## config.mk

```make
export PLATFORM = sky130hd
export DESIGN_NAME = core_mem_perf
export DESIGN_NICKNAME = d
export VERILOG_FILES = /design/src/logic/core_perf_pkg.sv /design/src/logic/dcache_lane_monitor.sv /design/src/logic/access_latency_tracker.sv /design/src/logic/report_timer.sv /design/src/logic/core_mem_perf.sv
export SDC_FILE = /design/constraint.sdc
export NUM_CORES = 1
export LEC_CHECK = 0
export BUFFER_PORTS_ARGS = -buffer_cell sky130_fd_sc_hd__buf_2
export CAP_MARGIN = 0
export CELL_PAD_IN_SITES_DETAIL_PLACEMENT = 1
export CELL_PAD_IN_SITES_GLOBAL_PLACEMENT = 1
export CORE_MARGIN = 5
export CORE_UTILIZATION = 40
export CTS_CLUSTER_SIZE = 14
export DETAILED_ROUTE_END_ITERATION = 16
export GPL_ROUTABILITY_DRIVEN = 0
export MAX_ROUTING_LAYER = met4
export PLACE_DENSITY = 0.76
export SKIP_LAST_GASP = 1
export SLEW_MARGIN = 15
export SYNTH_ARGS = -nofsm -noshare
export SYNTH_HDL_FRONTEND = slang
export SYNTH_HIERARCHICAL = 1
export SYNTH_SLANG_ARGS = --single-unit
export TNS_END_PERCENT = 1
```

## constraint.sdc

```tcl
create_clock -name clk -period 7.55 [get_ports clk]
set_clock_uncertainty 0.2 [all_clocks]
set_input_delay 0.755 -clock clk [delete_from_list [all_inputs] [get_ports clk]]
set_output_delay 0.755 -clock clk [all_outputs]
set_load 0.01 [all_outputs]
```

## src/logic/core_perf_pkg.sv

```systemverilog
`default_nettype none

package core_perf_pkg;

    // width shared by every performance counter
    localparam int CTR_WIDTH = 32;

    typedef logic [CTR_WIDTH-1:0] ctr_t;

    // instruction cache port strobes
    typedef struct packed {
        logic req_valid;
        logic req_ready;
        logic rsp_valid;
        logic rsp_ready;
    } icache_bus_t;

    // one data cache lane, req_rw high for a write
    typedef struct packed {
        logic req_valid;
        logic req_ready;
        logic req_rw;
        logic rsp_valid;
        logic rsp_ready;
    } dcache_lane_t;

    // all counters reported by the unit
    typedef struct packed {
        ctr_t ifetches;
        ctr_t loads;
        ctr_t stores;
        ctr_t ifetch_latency;
        ctr_t load_latency;
    } perf_counts_t;

    // why the report strobe fired
    typedef enum logic [1:0] {
        cause_none     = 2'd0,
        cause_done     = 2'd1,
        cause_periodic = 2'd2
    } report_cause_e;

endpackage

`default_nettype wire

```

## src/logic/dcache_lane_monitor.sv

```systemverilog
`timescale 1ns/1ps
`default_nettype none

module dcache_lane_monitor #(
    parameter int NUM_LANES = 4,
    localparam int LANE_CNT_W = $clog2(NUM_LANES + 1)
) (
    input  wire                                         clk,
    input  wire                                         reset,
    input  wire core_perf_pkg::dcache_lane_t [NUM_LANES-1:0] dcache,
    output logic [LANE_CNT_W-1:0]                       rd_count,
    output logic [LANE_CNT_W-1:0]                       wr_count,
    output logic [LANE_CNT_W-1:0]                       rsp_count,
    output core_perf_pkg::ctr_t                         stores
);

    logic [NUM_LANES-1:0] rd_fire;
    logic [NUM_LANES-1:0] wr_fire;
    logic [NUM_LANES-1:0] rsp_fire;
    logic [NUM_LANES-1:0] rd_fire_q;
    logic [NUM_LANES-1:0] wr_fire_q;

    // number of set bits in a lane vector
    function automatic logic [LANE_CNT_W-1:0] popcount(input logic [NUM_LANES-1:0] bits);
        logic [LANE_CNT_W-1:0] total;
        total = '0;
        for (int i = 0; i < NUM_LANES; i++) begin
            total = total + LANE_CNT_W'(bits[i]);
        end
        return total;
    endfunction

    // per-lane fires, split by direction
    always_comb begin
        for (int i = 0; i < NUM_LANES; i++) begin
            rd_fire[i]  = dcache[i].req_valid && dcache[i].req_ready && !dcache[i].req_rw;
            wr_fire[i]  = dcache[i].req_valid && dcache[i].req_ready && dcache[i].req_rw;
            rsp_fire[i] = dcache[i].rsp_valid && dcache[i].rsp_ready;
        end
    end

    // request fires go through one register stage
    always_ff @(posedge clk) begin
        if (reset) begin
            rd_fire_q <= '0;
            wr_fire_q <= '0;
        end else begin
            rd_fire_q <= rd_fire;
            wr_fire_q <= wr_fire;
        end
    end

    assign rd_count  = popcount(rd_fire_q);
    assign wr_count  = popcount(wr_fire_q);
    // responses are counted in the cycle they fire
    assign rsp_count = popcount(rsp_fire);

    // store total, one cycle behind wr_count
    always_ff @(posedge clk) begin
        if (reset) begin
            stores <= '0;
        end else begin
            stores <= stores + core_perf_pkg::ctr_t'(wr_count);
        end
    end

endmodule

`default_nettype wire

```

## src/logic/access_latency_tracker.sv

```systemverilog
`timescale 1ns/1ps
`default_nettype none

module access_latency_tracker #(
    parameter int COUNT_WIDTH = 1
) (
    input  wire                     clk,
    input  wire                     reset,
    input  wire [COUNT_WIDTH-1:0]   issue_count,
    input  wire [COUNT_WIDTH-1:0]   retire_count,
    output core_perf_pkg::ctr_t     accesses,
    output core_perf_pkg::ctr_t     latency
);

    // accesses in flight, may dip below zero when
    // a retire is seen before its issue
    logic signed [core_perf_pkg::CTR_WIDTH-1:0] pending;

    core_perf_pkg::ctr_t issue_ext;
    core_perf_pkg::ctr_t retire_ext;

    assign issue_ext  = core_perf_pkg::ctr_t'(issue_count);
    assign retire_ext = core_perf_pkg::ctr_t'(retire_count);

    always_ff @(posedge clk) begin
        if (reset) begin
            pending <= '0;
        end else begin
            pending <= pending + $signed(issue_ext) - $signed(retire_ext);
        end
    end

    // every cycle adds the accesses still outstanding,
    // so the sum is total access-cycles
    always_ff @(posedge clk) begin
        if (reset) begin
            latency  <= '0;
            accesses <= '0;
        end else begin
            latency  <= latency + $unsigned(pending);
            accesses <= accesses + issue_ext;
        end
    end

endmodule

`default_nettype wire

```

## src/logic/report_timer.sv

```systemverilog
`timescale 1ns/1ps
`default_nettype none

module report_timer #(
    parameter int REPORT_INTERVAL = 10000,
    localparam int INTERVAL_W = $clog2(REPORT_INTERVAL + 1)
) (
    input  wire                             clk,
    input  wire                             reset,
    input  wire                             busy,
    output logic                            report,
    output core_perf_pkg::report_cause_e    cause
);

    logic                  busy_q;
    logic [INTERVAL_W-1:0] interval_cnt;
    logic                  busy_fell;
    logic                  interval_zero;

    // counts 0..REPORT_INTERVAL, then wraps
    always_ff @(posedge clk) begin
        if (reset) begin
            busy_q       <= 1'b0;
            interval_cnt <= '0;
        end else begin
            busy_q <= busy;
            if (interval_cnt == INTERVAL_W'(REPORT_INTERVAL)) begin
                interval_cnt <= '0;
            end else begin
                interval_cnt <= interval_cnt + 1'b1;
            end
        end
    end

    assign busy_fell     = busy_q && !busy;
    assign interval_zero = (interval_cnt == '0);

    assign report = !reset && (busy_fell || interval_zero);

    // done takes priority over a coinciding wrap
    always_comb begin
        if (reset) begin
            cause = core_perf_pkg::cause_none;
        end else if (busy_fell) begin
            cause = core_perf_pkg::cause_done;
        end else if (interval_zero) begin
            cause = core_perf_pkg::cause_periodic;
        end else begin
            cause = core_perf_pkg::cause_none;
        end
    end

endmodule

`default_nettype wire

```

## src/logic/core_mem_perf.sv

```systemverilog
`timescale 1ns/1ps
`default_nettype none

module core_mem_perf #(
    parameter int NUM_LANES = 4,
    parameter int REPORT_INTERVAL = 10000,
    localparam int LANE_CNT_W = $clog2(NUM_LANES + 1)
) (
    input  wire                                             clk,
    input  wire                                             reset,
    input  wire core_perf_pkg::icache_bus_t                 icache,
    input  wire core_perf_pkg::dcache_lane_t [NUM_LANES-1:0] dcache,
    input  wire                                             busy,
    output core_perf_pkg::perf_counts_t                     counts,
    output logic                                            report,
    output core_perf_pkg::report_cause_e                    cause
);

    logic icache_req_fire;
    logic icache_rsp_fire;

    logic [LANE_CNT_W-1:0] dcache_rd_count;
    logic [LANE_CNT_W-1:0] dcache_rsp_count;

    core_perf_pkg::ctr_t ifetch_count;
    core_perf_pkg::ctr_t ifetch_latency;
    core_perf_pkg::ctr_t load_count;
    core_perf_pkg::ctr_t load_latency;
    core_perf_pkg::ctr_t store_count;

    // instruction port handshakes
    assign icache_req_fire = icache.req_valid && icache.req_ready;
    assign icache_rsp_fire = icache.rsp_valid && icache.rsp_ready;

    dcache_lane_monitor #(
        .NUM_LANES (NUM_LANES)
    ) dcache_monitor (
        .clk       (clk),
        .reset     (reset),
        .dcache    (dcache),
        .rd_count  (dcache_rd_count),
        // write count is only needed for the store total inside
        .wr_count  (),
        .rsp_count (dcache_rsp_count),
        .stores    (store_count)
    );

    // fetches: one request or response per cycle at most
    access_latency_tracker #(
        .COUNT_WIDTH (1)
    ) ifetch_tracker (
        .clk          (clk),
        .reset        (reset),
        .issue_count  (icache_req_fire),
        .retire_count (icache_rsp_fire),
        .accesses     (ifetch_count),
        .latency      (ifetch_latency)
    );

    // loads issue from the delayed read count
    access_latency_tracker #(
        .COUNT_WIDTH (LANE_CNT_W)
    ) load_tracker (
        .clk          (clk),
        .reset        (reset),
        .issue_count  (dcache_rd_count),
        .retire_count (dcache_rsp_count),
        .accesses     (load_count),
        .latency      (load_latency)
    );

    report_timer #(
        .REPORT_INTERVAL (REPORT_INTERVAL)
    ) timer (
        .clk    (clk),
        .reset  (reset),
        .busy   (busy),
        .report (report),
        .cause  (cause)
    );

    assign counts = '{
        ifetches:       ifetch_count,
        loads:          load_count,
        stores:         store_count,
        ifetch_latency: ifetch_latency,
        load_latency:   load_latency
    };

endmodule

`default_nettype wire

```

==> metrics.md, run 1 <==
| Metric | Value |
|---|---|
| Status | `complete, no violations` |
| DR DRC count | `0` |
| Cells after Synth | `1893` |
| Post-Syn Area | `15900 um^2` |
| Slew headroom | `29.2%` |
| Io pins | `190` |
| Main combinational cell family by area after synthesis | `simple AND/OR/NAND/NOR gates` |
| H-tree depth | `1` |
| Area Growth Syn to Fin | `15.1%` |
| CP Class | `reg2reg` |
| Congestion Overflow GR | `0` |
| Critical path launch point type | `register` |
| Final nets | `2247` |
| Synth Area in XOR/XNOR | `9.11%` |
| Die height | `209 um` |
| Sequential fraction of the synthesis area | `31.2%` |
| PD cells | `434 nW/um^2` |
| Die W | `209 um` |
| Largest net degree at the start of global routing | `194` |
| Post-Route WL | `44700 um` |
| Final worst path period need | `4.55 ns` |
| Clock transition at the registers of the reported paths | `0.06 ns` |
| Core ar. | `39500 um^2` |
| Arr. time, crit path | `4.80 ns` |
| DP Wirelength | `34200 um` |
| Worst hold slack | `0.181 ns` |
| Fraction of layout cells with a size suffix above 1 | `14.8%` |
| Clk buf depth | `3` |
| Number of setup buffers added after CTS | `0` |
| Antenna violations before repair | `0` |
| Num CTS Buffers | `30` |
| Synth Area in Compound Gates | `18.9%` |
| Area occupied by multi-input gates | `10300 um^2` |
| Row count | `73` |
| Post-synth top area cell | `dfxtp_1` |
| Final ANT Viol Nets | `0` |
| Ys flop type | `dfxtp_1` |
| Fmax | `220 MHz` |
| Pleak | `0.00842 uW` |
| Vias in the first global route | `14900` |
| Setup TNS | `0 ns` |
| Clock net sink count | `247` |
| CP Data Required Time | `7.80 ns` |
| Worst skew pair latency | `0.57 ns` |
| Synth warn | `6` |
| Starting density of the core | `40.2%` |
| Syn Area/Cell | `8.38 um^2` |
| Post-synth EDFFs | `0` |
| Critical path fanouts, max | `3` |
| Final critical-path share of the clock period | `60.2%` |
| CTS root buf | `clkbuf_16` |
| # fillers | `4778` |
| Final Max Slew Viols | `0` |
| Simple-gate area share of the yosys netlist | `23.1%` |
| Syn nets | `2073` |
| Synth top area share | `31.2%` |
| I/O Buffers | `189` |
| Post-CTS sizing | `0` |
| Storage element area | `4940 um^2` |
| Unrepaired setup endpoints after global routing | `false` |
| Vias per Instance | `5.50` |
| Endpoints failing setup | `0` |
| Vias after detailed routing | `14400` |
| Hold_buf cts | `0` |
| Mux share of post-synthesis cell area | `0.923%` |
| Drt pass-1 iters | `5` |
| DRT iter0 DRCs | `562` |
| Final Hold Viols | `0` |
| HP Class | `in2reg` |
| Die ar. | `43700 um^2` |
| Seq cells post-synth | `247` |
| CP Capture Type | `register` |
| Most instantiated cells after synthesis | `dfxtp_1, nor2_1, ha_1` |
| Worst Max-Slew Pin Slew | `1.06 ns` |
| TritonCTS clock tree | `built` |
| Max-cap violations | `0` |
| Routed len/inst | `17.1 um` |
| Max VDD drop | `274 uV` |
| Synth area leaders | `dfxtp_1, ha_1, nor2_1` |
| Gr usage total | `20.3%` |
| Unique cell type count in the Yosys netlist | `107` |
| FFs w/ async S/R, synth | `0%` |
| Synth Area in Adders | `12.6%` |
| Global-route wire length before repair | `74400 um` |
| Most frequent cell after synthesis | `dfxtp_1` |
-- path summary, 6_finish.rpt --
path         depth (start not counted)                     endpoint                   startpoint  slack [ns]
max reg2reg                         16     load_tracker/pending[29]  dcache_monitor/rd_fire_q[0]        3.00
min                                  2  dcache_monitor/rd_fire_q[0]                    dcache[2]        0.18
max                                 16     load_tracker/pending[29]  dcache_monitor/rd_fire_q[0]        3.00
min reg2reg                          2    load_tracker/accesses[31]    load_tracker/accesses[31]        0.29
-- cell type report --
cell class | instances | share of cell area, %
Tap cell | 525 | 3.60
Timing Repair Buffer | 190 | 5.34
Sequential cell | 247 | 27.1
Inverter | 122 | 2.51
Clock buffer | 45 | 5.03
Clock inverter | 9 | 0.247
Antenna cell | 1 | 0.0137
Multi-Input combinational cell | 1476 | 56.2
-- report_power, final --
| group | switching, uW | internal [uW] | total, uW |
|---|---|---|---|
| Clock | 588 | 831 | 1420 |
| Sequential | 252 | 1610 | 1860 |
| Combinational | 2690 | 1950 | 4650 |
| Total | 3530 | 4390 | 7930 |
-- routing by layer --
| metal | vias up | GRT usage [%] | routed length (um) | share of wire (%) |
|---|---|---|---|---|
| met2 | 213 | 36.1 | 22400 | 50 |
| met3 | 74 | 2.97 | 1440 | 3.2 |
| met5 | - | - | 0 | 0 |
| met1 | 7037 | 24.5 | 19900 | 44 |
| met4 | 0 | 4.64 | 1020 | 2.3 |
| li1 | 7064 | - | - | - |
-- critical path, stage by stage (launching register included) --
cell      delay (ns)
dfxtp_1         0.30
inv_1           0.05
fa_1            0.52
inv_1           0.04
ha_1            0.17
ha_1            0.34
inv_1           0.12
fa_1            0.60
inv_1           0.06
ha_1            0.28
a21o_1          0.21
a31o_1          0.25
o211ai_2        0.17
nand3_1         0.12
or4_4           0.55
o21ai_2         0.13
mux2_1          0.32
-- per-stage QoR --
stage               utilization (%)  setup WS, ns  power [uW]  instances  cell area [um^2]
floorplan                         -          2.88        5380       1893             15900
global placement               43.8          2.61        6320       2560             17300
detailed placement             43.8          2.56        6500       2560             17300
CTS                            46.3          2.95        8000       2614             18300
global route                   46.3          2.78        8610       2614             18300
finish                         46.3          3.00        7930       2615             18300
-- cells by family after synthesis --
kind of cell	count (synthesis)
xor gates and xnor gates	165
DFF	247
adders and majority gates	153
muxes	13
and+or+nand+nor	706
buffers and inverters	170
AOI/OAI and AO/OA	439
-- sequential cells by signal, indices dropped and copies added (netlist names) --
name                      count
load_tracker/pending         32
ifetch_tracker/latency       32
load_tracker/accesses        32
ifetch_tracker/pending       32
load_tracker/latency         32
dcache_monitor/rd_fire_q      4
timer/interval_cnt           14
timer/busy_q                  1
ifetch_tracker/accesses      32
dcache_monitor/stores        32
dcache_monitor/wr_fire_q      4
-- cell usage in the layout, fill, tap and decap left out, drive strengths merged, types with 27 or more instances in the layout --
cell	count
ha	142
buf	189
nand3	65
nor3	50
nand2	107
a21oi	117
clkbuf	46
xnor2	79
inv	122
nand4	41
dfxtp	247
nor2	248
or3	27
nor2b	40
and3	38
xor2	86
a21o	81
o21ai	83
Note: power is estimated with default switching activity, not from simulation.
==> inputs of run 2 (changes only) <==
--- a/config.mk
+++ b/config.mk
@@ -15,7 +15,7 @@
 export DETAILED_ROUTE_END_ITERATION = 16
 export GPL_ROUTABILITY_DRIVEN = 0
 export MAX_ROUTING_LAYER = met4
-export PLACE_DENSITY = 0.76
+export PLACE_DENSITY = 0.79
 export SKIP_LAST_GASP = 1
 export SLEW_MARGIN = 15
 export SYNTH_ARGS = -nofsm -noshare
==> constraint.sdc (replaced) <==
create_clock -name clk -period 3.7 [get_ports clk]
set_clock_uncertainty 0.2 [all_clocks]
set_input_delay 0.37 -clock clk [delete_from_list [all_inputs] [get_ports clk]]
set_output_delay 0.37 -clock clk [all_outputs]
set_load 0.01 [all_outputs]
==> run 2 against run 1 <==
Against the previous run: sequential cell count is the same; the flow now finishes with violations (setup timing); core utilization is 1.5 points higher; global-route usage up 0.66 points; worst hold slack got worse by 0.023 ns; largest power group unchanged; critical endpoint unchanged; highest routed layer unchanged.
==> metrics.md, run 2 (synthesis gave the netlist of run 1 again) <==
| Metric | Value |
|---|---|
| Final critical-path share of the clock period | `112% (was 60.2%)` |
| CP Data Required Time | `3.92 ns (was 7.80 ns)` |
| Clock transition at the registers of the reported paths | `0.06 ns (about the same)` |
| DRT iter0 DRCs | `487 (was 562)` |
| Fraction of layout cells with a size suffix above 1 | `16.8% (was 14.8%)` |
| Global-route wire length before repair | `76300 um (was 74400 um)` |
| Max VDD drop | `420 uV (was 274 uV)` |
| CTS root buf | `clkbuf_16 (unchanged)` |
| Fmax | `241 MHz (was 220 MHz)` |
| Die ar. | `43700 um^2 (unchanged)` |
| Antenna Cells | `0 (was 1)` |
| Row count | `73 (unchanged)` |
| Arr. time, crit path | `4.37 ns (was 4.80 ns)` |
| Vias in the first global route | `15300 (was 14900)` |
| Final nets | `2298 (was 2247)` |
| PD cells | `905 nW/um^2 (was 434 nW/um^2)` |
| # fillers | `4798 (was 4778)` |
| Final ANT Viol Nets | `0 (unchanged)` |
| Vias per Instance | `5.46 (was 5.50)` |
| H-tree depth | `2 (was 1)` |
| Final worst path period need | `4.15 ns (was 4.55 ns)` |
| CP Capture Type | `register (unchanged)` |
| CP Cell Sequence | `inv_2 > fa_1 > inv_1 > ha_2 > ha_4 > inv_2 > fa_1 > inv_1 > ha_1 > a21o_1 > a31o_1 > o211ai_2 > nand3_2 > or4_4 > o21ai_2 > mux2_1 (was inv_1 > fa_1 > inv_1 > ha_1 > ha_1 > inv_1 > fa_1 > inv_1 > ha_1 > a21o_1 > a31o_1 > o211ai_2 > nand3_1 > or4_4 > o21ai_2 > mux2_1)` |
| Worst Max-Slew Pin Slew | `0.939 ns (was 1.06 ns)` |
| Pleak | `0.00872 uW (was 0.00842 uW)` |
| Num CTS Buffers | `34 (was 30)` |
| Worst skew pair latency | `0.53 ns (was 0.57 ns)` |
| CP Class | `reg2reg (unchanged)` |
| Area Growth Syn to Fin | `18.9% (was 15.1%)` |
| Antenna violations before repair | `0 (unchanged)` |
| Worst setup margin | `-0.450 ns (was 3.00 ns)` |
| Unrepaired setup endpoints after global routing | `true (was false)` |
| I/O Buffers | `189 (unchanged)` |
| Gr usage total | `21.0% (was 20.3%)` |
| Routed len/inst | `17.3 um (was 17.1 um)` |
| Most frequent cells in the layout | `nor2_1, dfxtp_1, buf_2, ha_1, inv_1 (was dfxtp_1, nor2_1, buf_2, ha_1, inv_1)` |
| Final Hold Viols | `0 (unchanged)` |
| Congestion Overflow GR | `0 (unchanged)` |
| Non-filler cells, final | `2667 (was 2615)` |
| TritonCTS clock tree | `built (unchanged)` |
| Clk buf depth | `3 (unchanged)` |
| Io pins | `190 (unchanged)` |
| Largest net degree at the start of global routing | `138 (was 194)` |
| HP Class | `in2reg (unchanged)` |
| Vias after detailed routing | `14600 (was 14400)` |
| DR DRC count | `0 (unchanged)` |
| Die height | `209 um (unchanged)` |
| Worst hold slack | `0.158 ns (was 0.181 ns)` |
| Post-Route WL | `46200 um (was 44700 um)` |
| Clock net sink count | `247 (unchanged)` |
| Die W | `209 um (unchanged)` |
| Status | `complete, but fails checks (was complete, no violations)` |
| Slew headroom | `37.4% (was 29.2%)` |
| Violations in the final reports | `setup timing` |
| Critical path fanouts, max | `2 (was 3)` |
| DP Wirelength | `34700 um (was 34200 um)` |
| Core ar. | `39500 um^2 (unchanged)` |
| Critical path launch point type | `register (unchanged)` |
| Final Max Slew Viols | `0 (unchanged)` |
| Drt pass-1 iters | `4 (was 5)` |
| Endpoints failing setup | `23 (was 0)` |
| Starting density of the core | `40.2% (unchanged)` |
| Slowest Stage Delay on Critical Path | `0.52 ns (was 0.60 ns)` |
| Slowest cell on crit path | `fa_1 (unchanged)` |
| Placed cells | `2587 (was 2560)` |
| Max-cap violations | `0 (unchanged)` |
-- run 2: repair_timing --
action,CTS,global route
endpoints found under the hold margin,9,0
gates resized for setup,8,2
setup buffers,3,0
hold buffers,17,0
endpoints found under the setup margin,25,26
pin swaps,9,2
-- run 2: layout make-up --
type / instances / area (um^2) / area share (%)
timing repair buffer: 237 / 1360 / 7.20
clock buffer: 49 / 1040 / 5.52
tap: 525 / 657 / 3.48
sequential: 247 / 4950 / 26.2
inverter: 122 / 458 / 2.43
clock inverter: 11 / 87.6 / 0.464
multi-input combinational: 1476 / 10300 / 54.7
-- run 2: final timing paths --
path                                                  end                        start  slack (ns)  cells after the start
worst min-delay path            ifetch_tracker/pending[0]                    icache[2]        0.16                      4
worst max-delay path             load_tracker/pending[29]  dcache_monitor/rd_fire_q[0]       -0.45                     16
worst max register to register   load_tracker/pending[29]  dcache_monitor/rd_fire_q[0]       -0.45                     16
worst min register to register  dcache_monitor/stores[31]    dcache_monitor/stores[31]        0.29                      2
-- run 2: routing by layer --
metal  part of all wire, %  global-route usage (%)  up-vias  wire [um]
met2                    51                    37.6      212      23600
met3                   3.0                    2.84       81       1400
met1                    43                    24.4     7130      20100
li1                      -                       -     7145          -
met4                   2.5                    6.48        0       1160
met5                     0                       -        -          0
-- run 2: metrics by stage --
stage          cell area, um^2  total power [uW]  setup slack (ns)  util [%]  TNS, ns
5_1_grt                  18900             18400            -0.615      47.8   -12.25
4_1_cts                  18800             17200            -0.513      47.8    -8.53
6_report                 18900             17100            -0.450      47.8    -7.66
2_1_floorplan            15900             11000            -0.396         -    -3.11
3_3_place_gp             17500             13100            -0.666      44.4   -11.69
3_5_place_dp             17500             13600            -0.768      44.4   -14.27
-- run 2: worst max-delay path, delay by kind of cell, from the launching register on --
kind | cells | cell delay [ns]
DFF | 1 | 0.32
AOI/OAI and AO/OA | 4 | 0.72
and+or+nand+nor | 2 | 0.54
adders and majority gates | 5 | 1.74
muxes | 1 | 0.32
buffers and inverters | 4 | 0.18
-- run 2: report_power, final --
| part | internal (uW) | total [uW] | leakage (uW) | switching, uW |
|---|---|---|---|---|
| Clock | 2020 | 3310 | 0.000554 | 1290 |
| Combinational | 4260 | 9970 | 0.00614 | 5700 |
| Sequential | 3280 | 3790 | 0.00203 | 513 |
| Total | 9570 | 17100 | 0.00872 | 7500 |
